==> src/rtl/cache_pkg.sv <==
// Cache package with shared widths, vector types, bus structs and encodings
package cache_pkg;

   // Field widths of the CPU address and the data path
   localparam int WORD_W    = 16;
   localparam int ADDR_W    = 16;
   localparam int TAG_W     = 5;
   localparam int INDEX_W   = 8;
   localparam int WSEL_W    = 2;
   localparam int WADDR_W   = 15;
   localparam int COUNT_W   = 16;
   localparam int REG_SEL_W = 2;

   // Storage geometry
   localparam int LINES          = 256;
   localparam int WORDS_PER_LINE = 4;
   localparam int MEM_WORDS      = 32768;

   typedef logic [WORD_W-1:0]    word_t;
   typedef logic [ADDR_W-1:0]    addr_t;
   typedef logic [TAG_W-1:0]     tag_t;
   typedef logic [INDEX_W-1:0]   index_t;
   typedef logic [WSEL_W-1:0]    wsel_t;
   typedef logic [WADDR_W-1:0]   waddr_t;
   typedef logic [COUNT_W-1:0]   count_t;
   typedef logic [REG_SEL_W-1:0] reg_sel_t;

   // Register map
   localparam reg_sel_t REG_CTRL   = 2'd0;
   localparam reg_sel_t REG_HITS   = 2'd1;
   localparam reg_sel_t REG_MISSES = 2'd2;
   localparam reg_sel_t REG_WBACKS = 2'd3;

   // Array operations
   // WRITE sets dirty, FILL keeps it, INSTALL sets tag and valid and clears dirty
   typedef enum logic [1:0] {
      ARR_NONE,
      ARR_WRITE,
      ARR_FILL,
      ARR_INSTALL
   } arr_op_t;

   typedef enum logic [3:0] {
      IDLE,
      LOOKUP,
      WB_REQ,
      WB_WAIT,
      FILL_REQ,
      FILL_WAIT,
      BYP_REQ,
      BYP_WAIT,
      RESPOND,
      DROP
   } ctrl_state_t;

   typedef struct packed {
      logic  wr;
      addr_t addr;
      word_t wdata;
   } cpu_req_t;

   typedef struct packed {
      word_t rdata;
      logic  hit;
      logic  err;
   } cpu_rsp_t;

   typedef struct packed {
      logic   wr;
      waddr_t addr;
      word_t  wdata;
   } mem_req_t;

   typedef struct packed {
      arr_op_t op;
      index_t  index;
      wsel_t   wsel;
      tag_t    tag;
      word_t   wdata;
   } arr_cmd_t;

endpackage

==> src/rtl/cache_regs.sv <==
// Configuration and statistics registers, enable bit and saturating event counters
`timescale 1ns/1ps

module cache_regs
   import cache_pkg::*;
(
   input  logic     clk,
   input  logic     arst_n,
   input  logic     cfg_we,
   input  reg_sel_t cfg_sel,
   input  word_t    cfg_wdata,
   input  logic     hit_evt,
   input  logic     miss_evt,
   input  logic     wb_evt,
   output word_t    cfg_rdata,
   output logic     cache_en
);

   logic       en_q;
   count_t     cnt_q [3];
   logic [2:0] evt;

   // Counter order is hits, misses, write-backs
   assign evt = {wb_evt, miss_evt, hit_evt};

   always_ff @(posedge clk or negedge arst_n) begin
      if (!arst_n) begin
         en_q <= 1'b1;
         for (int i = 0; i < 3; i++) begin
            cnt_q[i] <= '0;
         end
      end else if (cfg_we && cfg_sel == REG_CTRL) begin
         en_q <= cfg_wdata[0];
         for (int i = 0; i < 3; i++) begin
            cnt_q[i] <= '0;
         end
      end else begin
         for (int i = 0; i < 3; i++) begin
            if (evt[i] && cnt_q[i] != '1) begin
               cnt_q[i] <= cnt_q[i] + 1'b1;
            end
         end
      end
   end

   always_comb begin
      unique case (cfg_sel)
         REG_CTRL:   cfg_rdata = {{(WORD_W-1){1'b0}}, en_q};
         REG_HITS:   cfg_rdata = cnt_q[0];
         REG_MISSES: cfg_rdata = cnt_q[1];
         default:    cfg_rdata = cnt_q[2];
      endcase
   end

   assign cache_en = en_q;

endmodule

==> config.mk <==
export PLATFORM = sky130hd
export DESIGN_NAME = cache_regs
export DESIGN_NICKNAME = d
export VERILOG_FILES = /design/src/rtl/cache_pkg.sv /design/src/rtl/cache_regs.sv
export SDC_FILE = /design/constraint.sdc
export NUM_CORES = 1
export LEC_CHECK = 0
export BUFFER_PORTS_ARGS = -buffer_cell sky130_fd_sc_hd__buf_4
export CORE_AREA = 2 2 106 108
export CTS_BUF_LIST = sky130_fd_sc_hd__clkbuf_4 sky130_fd_sc_hd__clkbuf_8
export DETAILED_ROUTE_END_ITERATION = 16
export DIE_AREA = 0 0 108 110
export PLACE_DENSITY = 0.56
export RECOVER_POWER = 25
export SLEW_MARGIN = 0
export SYNTH_ARGS = -nofsm -noshare
export SYNTH_HDL_FRONTEND = slang
export SYNTH_SLANG_ARGS = --single-unit
export TNS_END_PERCENT = 5
==> constraint.sdc <==
create_clock -name clk -period 1.8 [get_ports clk]
set_clock_uncertainty 0.15 [all_clocks]
set_input_delay 0 -clock clk [delete_from_list [all_inputs] [get_ports clk]]
set_output_delay 0 -clock clk [all_outputs]
set_load 0.005 [all_outputs]
After elaboration in Yosys (flattened, before gate mapping)
Index checks and enable logic that the tools add are counted.
Widths: inputs -> output; s select.
{ "op_classes": {"n_eq_ne": 5, "n_mux": 5, "reduce_logical": 8, "n_addsub": 3} }
{ "op_table": {"columns": ["operator", "n"], "rows": [
  ["$add 16x1->16 const B", 3],
  ["$mux 16", 3],
  ["$mux 48", 1],
  ["$ne 16x16->1 const B", 3],
  ["$pmux 16 s3", 1],
  ["$reduce_bool 2->1", 3],
  ["$logic_and 1x1->1", 4],
  ["$eq 2x1->1 const B", 1],
  ["$eq 2x2->1 const B", 1],
  ["$logic_not 2->1", 1]
]} }
{ "word_totals": {"input_bits": 24, "reg_bits": 49, "elab_cells": 25} }

Longest topological paths before layout
{ "depth": {"word_depth": 4, "depth_mapped": 7} }

Worst setup path before layout
No wires, ideal clock.
{ "synth_timing": {"kind": "reg-to-reg", "start": "register cnt_q[16] (netlist bit)", "end": "register cnt_q[17] (netlist bit)", "arrival_time_ns": 1.685, "period_less_slack_ns": 1.967, "setup_ns": 0.132, "setup_slack_ns": -0.167, "path_buffers": 2, "stages_incl_launch_ff": 8, "t_required_ns": 1.518, "path_cell_list": "dfrtp_1 -> ha_1 -> nand4_1 -> o41ai_4 -> buf_6 -> buf_12 -> mux2i_1 -> nor2_1"} }
{ "synth_via": {"elab_chain_cells": 3, "elab_cells_between_ends": 6} }
{ "synth_lines": {"columns": ["item", "line_no", "source"], "rows": [
  ["from (decl)", "cache_regs.sv:20", "count_t cnt_q [3];"],
  ["from (signal, indexed assignment)", "cache_regs.sv:40", "cnt_q[i] <= cnt_q[i] + 1'b1;"],
  ["$add 16x1->16 or $ne 16x16->1 (tied branches)", "cache_regs.sv:40, cache_regs.sv:39", null],
  ["$mux 16 or $logic_and 1x1->1 (tied branches)", "cache_regs.sv:39", "if (evt[i] && cnt_q[i] != '1) begin"],
  ["$mux 48 or $reduce_bool 2->1 (tied branches)", null, null]
]} }
Parallel ways exist; a longest one is shown, timed or not. The select of a mux whose other input is x is not followed.
A chain may end at the register's enable or synchronous reset.

Worst setup path in the final report
{ "layout_timing": {"start": "register cnt_q[17] (netlist bit)", "end": "register cnt_q[27] (netlist bit)"} }
Same word-level chain as after synthesis.

==> summary.txt <==
Power and ir drop
  – Part of the power in registers: 42.4%
  – Net Sw Power: 937 uW
  – Maximum vdd drop: 0.532 mV
  – Clock Power Share: 29.2%
  – Pwr Total: 3.21 mW
  – Leakage: 1.91 nW
  – Comb power frac: 28.5%
  – Sw frac: 29.2%
  – Power per cell area: 755 nW/um^2
  – Int Pwr: 2.28 mW

Final layout
  – Layout cells sized above 1: 34.7%
  – Commonest non-fill, non-tap cell in the layout: buf_4
  – Commonest cells after routing, fill and taps aside: buf_4, dfrtp_1, nand2_1
  – Syn-to-layout area delta: 34.1%
  – # diodes: 0
  – Nets: 456
  – Final Non-Filler Cells: 570
  – Final instance area: 4260 sq um

Setup path
  – Worst-path cell chain: ha_2, nand4_1, o41ai_4, buf_4, or4_1, a21oi_1
  – CP Launch Type: flip-flop
  – Worst path max stage delay: 500 ps
  – Arrival time at the worst endpoint: 1930 ps
  – R2R depth: 6
  – Slowest CP cell: or4_1
  – WP data required: 1880 ps
  – CP bufs+invs: 1
  – Max Fanout on Critical Path: 4
  – Setup crit end kind: flip-flop
  – CP Depth: 6
  – CP Class: flip-flop to flip-flop
  – Crit path max-delay family: simple AND/OR/NAND/NOR gates

Die
  – Die Y: 110 microns
  – Initial Util: 29.7%
  – Std cell rows: 38
  – IO Count: 41
  – Die area: 11,900 sq um
  – Die W: 108 microns
  – CORE AREA: 10,700 sq um

Clocking
  – CTS Buffer Depth: 2
  – Clk sink count: 49
  – CTS tree: done
  – Num CTS Buffers: 5
  – Worst-Skew Late Latency: 310 ps
  – Reg clk slew, reported paths: 90 ps
  – CTS H-tree lvls: 2
  – CTS Root Buffer Type: clkbuf_8

STA
  – Final setup viols: 5
  – F_max: 543 MHz
  – Relative slew slack: 15.9%
  – Slew Viols, Final: 0
  – Worst slew pin tran: 1260 ps
  – Setup slack after layout: -40.6 ps
  – Final period utilization: 102%
  – Final Hold Viols: 0
  – RSZ-0062 raised after global routing: yes
  – Minimum clock period: 1840 ps

Placed design
  – Placed inst area: 3960 sq um
  – Cell Count Post-Placement: 555
  – Count of input and output buffers: 25
  – Place WS: -86.5 ps
  – Final HPWL DP: 6700 microns
  – Routability cong.: 0.861

Yosys
  – Ys async rst share: 100%
  – Post-synth EDFFs: 0
  – Netlist cell types: 50
  – Post-Syn Instances: 339
  – Post-synthesis sequential area ratio: 38.7%
  – Largest area contributor in the netlist: dfrtp_1
  – Synth top area share: 37.9%
  – YS warnings: 0
  – Mapped cell area: 3170 sq um
  – Register bit count reported by yosys: 49
  – Avg Inst Size Synth: 9.36 sq um
  – Post-Syn Nets: 366
  – Top post-synthesis cells by area: dfrtp_1, mux2_2, a21oi_1, a22o_1, mux2i_1
  – Main synth FF type: dfrtp_1

GRT
  – Antenna violations before repair: 0
  – Gr usage total: 15.3%
  – Largest net degree at the start of global routing: 50
  – Vias in the first global route: 2,986
  – Total grt overflow: 0
  – First-pass GRT wire length: 14,500 microns

Flow run
  – Total of max-cap violations: 0

Route
  – Vias: 3,064
  – ANT nets after route: 0
  – WL/cell: 15.7 microns
  – Initial DRC Count: 127
  – Post-route DRC: 0
  – Initial DRT Pass Iterations: 4
  – Via/cell ratio: 5.38
  – Total length of routed wires: 8930 microns

Status
  – Status: finished with violations
  – Failing checks: negative setup slack

Min path
  – Worst hold path type: primary input to flip-flop
  – WHS Path Cells: 5
==> worst paths after layout <==
check / end / startpoint / slack [ps]
worst max-delay path: cnt_q[27]$_DFFE_PN0P_ / cnt_q[17]$_DFFE_PN0P_ / -40
worst min-delay path: cache_en$_DFFE_PN1P_ / cfg_we / 30
worst max register to register: cnt_q[27]$_DFFE_PN0P_ / cnt_q[17]$_DFFE_PN0P_ / -40
worst min register to register: cache_en$_DFFE_PN1P_ / cache_en$_DFFE_PN1P_ / 350
max in group asynchronous: cnt_q[22]$_DFFE_PN0P_ / arst_n / 290
min in group asynchronous: cnt_q[6]$_DFFE_PN0P_ / arst_n / 350
==> power groups by stage <==
stage                     clock [mW]  combinational, mW  sequential [mW]
after floorplan                    0              0.393             1.40
after global placement             0              0.867             1.37
after detailed placement           0              0.886             1.38
after CTS                      0.966              0.905             1.36
after global routing           0.999               1.02             1.38
final                          0.937              0.915             1.36
==> what timing repair did <==
| item | in CTS | in global routing |
|---|---|---|
| resized for setup | 12 | 16 |
| hold buffers | 4 | 1 |
| pin swaps | 9 | 6 |
| endpoints found under the setup margin | 16 | 38 |
| setup buffers | 1 | 1 |
| hold endpoints to repair | 60 | 2 |
==> per-layer routing <==
metal | vias up | share of wire (%) | global-route usage [%]
li1 | 1485 | - | -
met1 | 1513 | 45 | 20.2
met2 | 54 | 49 | 26.5
met3 | 12 | 3.3 | 2.06
met4 | 0 | 2.0 | 4.30
met5 | - | 0 | 0
==> cell usage after synthesis (7+ instances only) <==
| master | instances |
|---|---|
| nand2_1 | 33 |
| nand2b_1 | 11 |
| clkbuf_1 | 11 |
| a21oi_1 | 28 |
| mux2_2 | 15 |
| a22o_1 | 15 |
| and3_1 | 12 |
| o21ai_0 | 7 |
| or4_1 | 12 |
| nor2_1 | 8 |
| or3_1 | 11 |
| o31ai_1 | 11 |
| nand4_1 | 17 |
| dfrtp_1 | 48 |
| nand3_1 | 12 |
| mux2i_1 | 13 |
==> sequential cells by signal, indices dropped and copies added (netlist names) <==
register / cells
cnt_q: 48
cache_en: 1
==> per-stage QoR <==
step           setup TNS, ps  hold WS, ps  utilization [%]
3_5_place_dp            -602        -71.9             37.0
2_1_floorplan           -211         -446                -
6_report                -118         34.5             39.8
5_1_grt                -1100         57.9             39.8
4_1_cts                 -144         20.3             39.0
3_3_place_gp            -224        -69.2             37.0
==> logic make-up (layout without fill, tap and decap cells) <==
kind of cell / after synthesis / in the layout / synth area share (%)
flops: 49 / 49 / 38.7
simple gates: 144 / 144 / 26.5
compound gates: 89 / 89 / 19.2
mux: 30 / 30 / 10.5
fa+ha+maj: 3 / 3 / 1.18
xor+xnor: 2 / 2 / 0.552
buf+inv: 22 / 113 / 3.43
==> worst register-to-register path: cells and delay by family, from the launching register on <==
kind / cells / cell delay [ps]
adders and majority gates: 1 / 200
and+or+nand+nor: 2 / 660
buffers and inverters: 1 / 160
DFF: 1 / 390
AOI/OAI and AO/OA: 2 / 220
==> area by class of cell <==
| cell class | instances | area [sq um] |
|---|---|---|
| Clock inverter | 3 | 65.1 |
| Sequential cell | 49 | 1230 |
| Clock buffer | 5 | 68.8 |
| Tap cell | 140 | 175 |
| Fill cell | 1088 | 6440 |
| Multi-Input combinational cell | 268 | 1930 |
| Inverter | 6 | 22.5 |
| Timing Repair Buffer | 99 | 764 |
Note: power is estimated with default switching activity, not from simulation.
