<file path="src/rtl/cache_pkg.sv">
// Cache package with shared widths, vector types, bus structs and encodings
package cache_pkg;

   // Field widths of the CPU address and the data path
   localparam int WORD_W    = 16;
   localparam int ADDR_W    = 16;
   localparam int TAG_W     = 5;
   localparam int INDEX_W   = 8;
   localparam int WSEL_W    = 2;
   localparam int WADDR_W   = 15;
   localparam int COUNT_W   = 16;
   localparam int REG_SEL_W = 2;

   // Storage geometry
   localparam int LINES          = 256;
   localparam int WORDS_PER_LINE = 4;
   localparam int MEM_WORDS      = 32768;

   typedef logic [WORD_W-1:0]    word_t;
   typedef logic [ADDR_W-1:0]    addr_t;
   typedef logic [TAG_W-1:0]     tag_t;
   typedef logic [INDEX_W-1:0]   index_t;
   typedef logic [WSEL_W-1:0]    wsel_t;
   typedef logic [WADDR_W-1:0]   waddr_t;
   typedef logic [COUNT_W-1:0]   count_t;
   typedef logic [REG_SEL_W-1:0] reg_sel_t;

   // Register map
   localparam reg_sel_t REG_CTRL   = 2'd0;
   localparam reg_sel_t REG_HITS   = 2'd1;
   localparam reg_sel_t REG_MISSES = 2'd2;
   localparam reg_sel_t REG_WBACKS = 2'd3;

   // Array operations
   // WRITE sets dirty, FILL keeps it, INSTALL sets tag and valid and clears dirty
   typedef enum logic [1:0] {
      ARR_NONE,
      ARR_WRITE,
      ARR_FILL,
      ARR_INSTALL
   } arr_op_t;

   typedef enum logic [3:0] {
      IDLE,
      LOOKUP,
      WB_REQ,
      WB_WAIT,
      FILL_REQ,
      FILL_WAIT,
      BYP_REQ,
      BYP_WAIT,
      RESPOND,
      DROP
   } ctrl_state_t;

   typedef struct packed {
      logic  wr;
      addr_t addr;
      word_t wdata;
   } cpu_req_t;

   typedef struct packed {
      word_t rdata;
      logic  hit;
      logic  err;
   } cpu_rsp_t;

   typedef struct packed {
      logic   wr;
      waddr_t addr;
      word_t  wdata;
   } mem_req_t;

   typedef struct packed {
      arr_op_t op;
      index_t  index;
      wsel_t   wsel;
      tag_t    tag;
      word_t   wdata;
   } arr_cmd_t;

endpackage

</file>
<file path="src/rtl/cache_ctrl.sv">
// Cache controller FSM for CPU handshake, lookup, write-back, line fill and bypass
`timescale 1ns/1ps

module cache_ctrl
   import cache_pkg::*;
(
   input  logic     clk,
   input  logic     arst_n,
   input  logic     cpu_req,
   input  cpu_req_t cpu_req_data,
   input  logic     cache_en,
   input  logic     line_hit,
   input  logic     line_dirty,
   input  tag_t     line_tag,
   input  word_t    line_word,
   input  logic     mem_ack,
   input  word_t    mem_rdata,
   output logic     cpu_ack,
   output cpu_rsp_t cpu_rsp,
   output arr_cmd_t arr_cmd,
   output logic     mem_req,
   output mem_req_t mem_req_data,
   output logic     hit_evt,
   output logic     miss_evt,
   output logic     wb_evt
);

   ctrl_state_t state;
   ctrl_state_t ret_state;
   cpu_req_t    req_q;
   cpu_rsp_t    rsp_q;
   mem_req_t    mreq_q;
   wsel_t       beat;
   logic        first;
   tag_t        req_tag;
   index_t      req_index;
   wsel_t       req_wsel;
   logic        odd;
   logic        lookup_miss;

   // Fields of the latched request
   assign req_tag   = req_q.addr[15:11];
   assign req_index = req_q.addr[10:3];
   assign req_wsel  = req_q.addr[2:1];
   assign odd       = req_q.addr[0];

   assign lookup_miss = (state == LOOKUP) && !odd && !line_hit;

   always_ff @(posedge clk or negedge arst_n) begin
      if (!arst_n) begin
         state     <= IDLE;
         ret_state <= IDLE;
         beat      <= '0;
         first     <= 1'b0;
      end else begin
         unique case (state)
            IDLE: begin
               if (cpu_req) begin
                  first <= 1'b1;
                  if (!cache_en && !cpu_req_data.addr[0]) begin
                     state <= BYP_REQ;
                  end else begin
                     state <= LOOKUP;
                  end
               end
            end
            LOOKUP: begin
               if (odd || line_hit) begin
                  state <= RESPOND;
               end else begin
                  first <= 1'b0;
                  beat  <= '0;
                  state <= line_dirty ? WB_REQ : FILL_REQ;
               end
            end
            WB_REQ:   state <= WB_WAIT;
            WB_WAIT: begin
               if (mem_ack) begin
                  beat      <= beat + 1'b1;
                  ret_state <= (beat == 2'd3) ? FILL_REQ : WB_REQ;
                  state     <= DROP;
               end
            end
            FILL_REQ: state <= FILL_WAIT;
            FILL_WAIT: begin
               if (mem_ack) begin
                  beat      <= beat + 1'b1;
                  ret_state <= (beat == 2'd3) ? LOOKUP : FILL_REQ;
                  state     <= DROP;
               end
            end
            BYP_REQ:  state <= BYP_WAIT;
            BYP_WAIT: begin
               if (mem_ack) begin
                  ret_state <= RESPOND;
                  state     <= DROP;
               end
            end
            // Memory ack must fall before the next word or the CPU answer
            DROP: begin
               if (!mem_ack) begin
                  state <= ret_state;
               end
            end
            RESPOND: begin
               if (!cpu_req) begin
                  state <= IDLE;
               end
            end
            default: state <= IDLE;
         endcase
      end
   end

   // Request, response and memory word registers
   always_ff @(posedge clk) begin
      if (state == IDLE && cpu_req) begin
         req_q <= cpu_req_data;
      end
      if (state == LOOKUP && (odd || line_hit)) begin
         rsp_q.err   <= odd;
         rsp_q.hit   <= !odd && first;
         rsp_q.rdata <= (odd || req_q.wr) ? '0 : line_word;
      end
      if (state == BYP_WAIT && mem_ack) begin
         rsp_q.err   <= 1'b0;
         rsp_q.hit   <= 1'b0;
         rsp_q.rdata <= req_q.wr ? '0 : mem_rdata;
      end
      if (state == WB_REQ) begin
         // Victim word goes back under its own tag
         mreq_q.wr    <= 1'b1;
         mreq_q.addr  <= {line_tag, req_index, beat};
         mreq_q.wdata <= line_word;
      end
      if (state == FILL_REQ) begin
         mreq_q.wr    <= 1'b0;
         mreq_q.addr  <= {req_tag, req_index, beat};
         mreq_q.wdata <= '0;
      end
      if (state == BYP_REQ) begin
         mreq_q.wr    <= req_q.wr;
         mreq_q.addr  <= req_q.addr[15:1];
         mreq_q.wdata <= req_q.wdata;
      end
   end

   // Array command follows the current state
   always_comb begin
      arr_cmd.op    = ARR_NONE;
      arr_cmd.index = req_index;
      arr_cmd.tag   = req_tag;
      arr_cmd.wsel  = req_wsel;
      arr_cmd.wdata = req_q.wdata;
      if (state == LOOKUP && !odd && line_hit && req_q.wr) begin
         arr_cmd.op = ARR_WRITE;
      end
      if (state == WB_REQ) begin
         arr_cmd.wsel = beat;
      end
      if (state == FILL_WAIT) begin
         arr_cmd.wsel  = beat;
         arr_cmd.wdata = mem_rdata;
         if (mem_ack) begin
            arr_cmd.op = ARR_FILL;
         end
      end
      // Tag goes in once the last fill word has been released
      if (state == DROP && !mem_ack && ret_state == LOOKUP) begin
         arr_cmd.op = ARR_INSTALL;
      end
   end

   assign cpu_ack      = (state == RESPOND);
   assign cpu_rsp      = rsp_q;
   assign mem_req      = (state == WB_WAIT) || (state == FILL_WAIT) || (state == BYP_WAIT);
   assign mem_req_data = mreq_q;

   assign hit_evt  = (state == LOOKUP) && first && !odd && line_hit;
   assign miss_evt = lookup_miss && first;
   assign wb_evt   = lookup_miss && line_dirty;

endmodule

</file>
<file path="config.mk">
export PLATFORM = sky130hd
export DESIGN_NAME = cache_ctrl
export DESIGN_NICKNAME = d
export VERILOG_FILES = /design/src/rtl/cache_pkg.sv /design/src/rtl/cache_ctrl.sv
export SDC_FILE = /design/constraint.sdc
export NUM_CORES = 1
export LEC_CHECK = 0
export BUFFER_PORTS_ARGS = -buffer_cell sky130_fd_sc_hd__clkbuf_2
export CELL_PAD_IN_SITES_DETAIL_PLACEMENT = 2
export CELL_PAD_IN_SITES_GLOBAL_PLACEMENT = 2
export CORE_MARGIN = 1.5
export CORE_UTILIZATION = 30
export DETAILED_ROUTE_END_ITERATION = 12
export PLACE_DENSITY_LB_ADDON = 0.12
export SLEW_MARGIN = 20
export SYNTH_ARGS = -nofsm -noshare
export SYNTH_HDL_FRONTEND = slang
export SYNTH_SLANG_ARGS = --single-unit
</file>
<file path="constraint.sdc">
create_clock -name clk -period 4.8 [get_ports clk]
set_input_delay 0.48 -clock clk [delete_from_list [all_inputs] [get_ports clk]]
set_output_delay 0.48 -clock clk [all_outputs]
set_load 0.02 [all_outputs]
</file>
* Word-level counts from Yosys, hierarchy flattened *
Index checks and enable logic that the tools add are counted.

word-level totals
  output and inout port bits = 88
  flip-flop bits (word level) = 94

cells by class
  reduce and logical (&&, ||, !) cells = 37
  $add $sub $neg = 1
  eq/ne operators = 20
  muxes and demuxes = 34

operators by type and width
  cell                number
  $mux 32             3
  $mux 16             3
  $mux 18             2
  $mux 4              8
  $pmux 4 s8          1
  $eq 4x3->1 const B  4
  $logic_and 1x1->1   16
  $mux 2              7
  $ne 2x2->1 const B  7
  $mux 3              4
  $pmux 4 s3          1
  $eq 4x1->1 const B  2
  $eq 4x2->1 const B  2
  $eq 4x4->1 const B  2
  $reduce_and 4->1    2
  $reduce_and 3->1    2
  $reduce_bool 2->1   3
  $reduce_bool 3->1   2
  $logic_not 1->1     5
  $logic_not 4->1     1
  $logic_or 1x1->1    4
  $ne 2x1->1 const B  2
  $pmux 2 s2          1
  $mux 1              3
  5 further kinds     5

* Depth between registers and ports, before layout *
  depth in word-level cells = 8
  gate-level depth with buffers = 7

* Worst setup path after synthesis *
OpenSTA, ideal clock, no wires.

  kind = flip-flop to flip-flop
  start = register state[2]
  end = register mreq_q, in the netlist mem_req_data[0], enable pin
  cell stages (with the launch flop) = 5
  required time = 4.339 ns
  data arrival time = 2.952 ns
  setup time = 0.461 ns
  path slack = 1.387 ns
  path buffers = 2
  cell sequence = dfrtp_1 -> buf_2 -> nor2_1 -> buf_2 -> nor3_1

between the ends
  word-level cells in the longest chain between the ends = 2
  elaborated cells between the ends (all ways) = 4
  classes of those cells = eq/ne (3); reduce/logical (1)

RTL lines
  item                                  RTL line           RTL
  start: declaration                    cache_ctrl.sv:28   ctrl_state_t state;
  start signal: assignment              cache_ctrl.sv:73   state <= line_dirty ? WB_REQ : FILL_REQ;
  start signal: assignment              cache_ctrl.sv:102  state <= ret_state;
  $eq 4x2->1 (tied with other cells)    cache_ctrl.sv:130  if (state == WB_REQ) begin
  $reduce_bool 3->1 (no source line) *  n/a
  end: declaration                      cache_ctrl.sv:32   mem_req_t mreq_q;

Every way passes the cells marked *; elsewhere a longest branch is shown, timed or not.
A chain may end at the register's enable or synchronous reset.

* Final worst setup path *
  start = register state[0]
  end = output hit_evt

between the ends
  word-level cells in the longest chain between the ends = 4

RTL lines
  item                             RTL line           RTL
  $eq 4x1->1                       cache_ctrl.sv:179  assign hit_evt = (state == LOOKUP) && first && !odd && line_hit;
  $logic_and 1x1->1 (3 in series)  cache_ctrl.sv:179
  end: declaration                 cache_ctrl.sv:23   output logic hit_evt,

Every way passes these cells.

==> results.py <==
metrics = {
    "power": {
        "peakVddDrop_mv": 0.256,
        "p_per_area_nw_per_um2": 575,
        "p_leak_nw": 2.26,
    },
    "logic_synthesis": {
        "ys_types": 44,
        "synth_fp_nets": 405,
        "synth_async_sr_flop_share": 0.117,
        "synth-edff-count": 81,
        "syn_inst": 327,
        "synthesis.area_sq_um": 4160,
        "synth-main-ff-cell": "edfxtp_1",
        "synth_seq_cells": 94,
        "synth_seq_area_share": 0.660,
        "yosys_warnings": 0,
        "syn_avg_cell_area_sq_um": 12.7,
    },
    "place": {
        "gp_congestion": 0.799,
        "dp_slack_ns": 1.80,
        "dpl.hpwl_um": 8950,
        "io_buffers": 164,
        "place_area_sq_um": 5030,
    },
    "global_route": {
        "antenna_found_initial": 0,
        "grt_max_degree": 35,
        "gr-total-overflow": 0,
        "grt_pass1_wl_um": 19400,
        "grt.total_usage": 0.180,
        "grt_pass1_vias": 3501,
    },
    "sta": {
        "hold_viol_final": 0,
        "finalWorstSetupSlack_ns": 1.63,
        "setup-violations-final": 0,
        "finClkSkew_ns": 0.00607,
        "finalSetupTns_ns": 0,
        "fmax_mhz": 315,
        "slew_violations": 0,
        "rsz0062_at_grt": "no",
        "fin_crit_ns": 3.17,
        "tightest_slew_ns": 1.04,
        "maxSlewHeadroom": 0.309,
        "fin_crit_sh": 0.660,
    },
    "route": {
        "dr_total_vias": 3183,
        "drc": 0,
        "vias_per_cell": 4.88,
        "drt-total-wl_um": 12700,
        "drt-initial-drc-count": 114,
        "postRouteAntennaNets": 0,
        "drtPass1Iterations": 4,
        "post_drt_wl_per_cell_um": 19.4,
    },
    "worst_setup_path": {
        "critPathMaxFanout": 18,
        "cp-end-kind": "primary output",
        "reg2regPathDepth": 2,
        "slowest_delay_ns": 0.78,
        "r2r_start": "state[1]",
        "timing.rr.end": "arr_cmd[26]",
        "critPathRequiredTime_ns": 4.32,
        "cp.arrival_ns": 2.69,
        "startpoint_type": "flip-flop",
        "cp_slowest_cell": "and3b_1",
        "rrSetupSlack_ns": 2.19,
        "critical_path.cell_chain": "nor4b_4 > and3b_1 > and2_1 > clkbuf_2",
        "path_class": "reg2out",
    },
    "floorplanning": {
        "dieArea_sq_um": 14600,
        "rows": 42,
        "initial_core_util": 0.311,
        "die_w_um": 121,
        "io_pins": 165,
        "core_area_sq_um": 13400,
        "die_y_um": 121,
    },
    "cells_and_area": {
        "diodes": 0,
        "syn_to_final_growth_pct": 27.6,
        "fill_cells": 1429,
        "final_cell_mix": "clkbuf_2 (164), edfxtp_1 (81), nand2_1 (61), nor2_1 (26), mux2_2 (21)",
        "final_nets": 549,
        "drive_above_1_share": 0.447,
        "final_common_cell": "clkbuf_2",
        "design_area_sq_um": 5310,
    },
    "clock_network": {
        "hold_buffers": 0,
        "htreeDepth": 3,
        "clockBufferDepth": 2,
        "clkTransAtPathRegs_ns": 0.07,
        "clockRootBuffer": "clkbuf_16",
        "cts_resized": 0,
        "cts_tree": "yes",
        "worstSkewPairLatency_ns": 0.35,
        "postCtsSetupBuffers": 0,
        "cts_made_buffers": 9,
        "clkSinkCount": 94,
    },
    "worst_hold_path": {
        "holdCritPathClass": "in2async",
    },
    "run": {
        "drv_cap": 0,
    },
    "run_status": {
        "outcome": "finished, final reports clean",
    },
}
==> cells by family after synthesis <==
logic type / after synthesis / share of synthesized area
and+or+nand+nor: 129 / 0.148
AOI/OAI and AO/OA: 44 / 0.0760
DFF: 94 / 0.660
muxes: 23 / 0.0616
xor gates and xnor gates: 1 / 0.00210
buffers and inverters: 35 / 0.0490
adders and majority gates: 1 / 0.00301
==> metrics by stage <==
step | util | total power, W | cells | hold WS [ns]
finish | 0.396 | 0.00305 | 652 | 0.0164
global route | 0.396 | 0.00323 | 652 | 0.0316
CTS | 0.396 | 0.00310 | 652 | 0.0136
detailed placement | 0.375 | 0.00242 | 636 | 0.395
global placement | 0.375 | 0.00239 | 636 | 0.390
floorplan | - | 0.00203 | 327 | 0.184
==> per-layer routing <==
| metal | global-route usage | vias up | share of wire |
|---|---|---|---|
| met2 | 0.311 | 112 | 0.50 |
| met1 | 0.208 | 1596 | 0.41 |
| li1 | - | 1463 | - |
| met5 | 0 | - | 0 |
| met4 | 0.0507 | 0 | 0.014 |
| met3 | 0.0693 | 12 | 0.070 |
==> area by class of cell <==
cell class / count / area (sq um) / share of cell area
flip-flops and latches: 94 / 2750 / 0.518
multi-input cells: 198 / 1230 / 0.231
clock inverters: 7 / 48.8 / 0.00919
clock buffers: 9 / 225 / 0.0424
repair buffers: 165 / 828 / 0.156
inverters: 3 / 11.3 / 0.00212
well taps: 176 / 220 / 0.0415
==> flip-flops by register name, summed over array words and instances (netlist names) <==
register      cells
arr_cmd          13
beat              2
cpu_rsp          18
first             1
mem_req_data     32
odd               1
req_q            19
ret_state         4
state             4
==> worst max-delay path, delay by kind of cell, from the launching register on <==
family        cells  cell delay [ns]
buf+inv           1             0.18
flops             1             0.71
simple gates      3             1.45
==> power breakdown <==
| group | internal [W] | leakage [nW] | switching, W |
|---|---|---|---|
| logic | 0.000324 | 1.22 | 0.000687 |
| registers | 0.00119 | 0.911 | 0.000178 |
| clock network | 0.000353 | 0.136 | 0.000318 |
| total | 0.00187 | 2.26 | 0.00118 |
==> synthesized netlist by cell type (2+ instances only) <==
cell type   n  share of area
a21boi_0    2         0.0036
a21o_1      2         0.0036
a21oi_1     3         0.0036
a221oi_1    2         0.0042
a22oi_1    18          0.032
and2_1      3         0.0045
and3_1      2         0.0030
buf_2       7         0.0084
buf_4      17          0.031
clkbuf_1    8         0.0072
dfrtp_1    11          0.066
dfxtp_1     2         0.0096
edfxtp_1   81           0.58
inv_1       2         0.0018
mux2_2     21          0.057
mux2i_1     2         0.0048
nand2_1    61          0.055
nand2b_1    4         0.0060
nand3_1    17          0.020
nor2_1     27          0.024
nor3_1      3         0.0036
nor3b_1     2         0.0036
o21a_1      2         0.0036
o21ai_0     6         0.0072
o21bai_1    2         0.0036
o2bb2ai_1   2         0.0042
==> worst max-delay path by stage <==
stage / start / end / slack (ns) / cells past startpoint
floorplan: state[2] / mem_req_data[0] / 1.39 / 4
global placement: state[1] / arr_cmd[31] / 1.88 / 5
detailed placement: state[1] / hit_evt / 1.80 / 4
CTS: state[1] / hit_evt / 1.42 / 4
global route: state[0] / hit_evt / 1.43 / 4
finish: state[0] / hit_evt / 1.63 / 4
No activity file was read; power rests on OpenSTA's default activity.
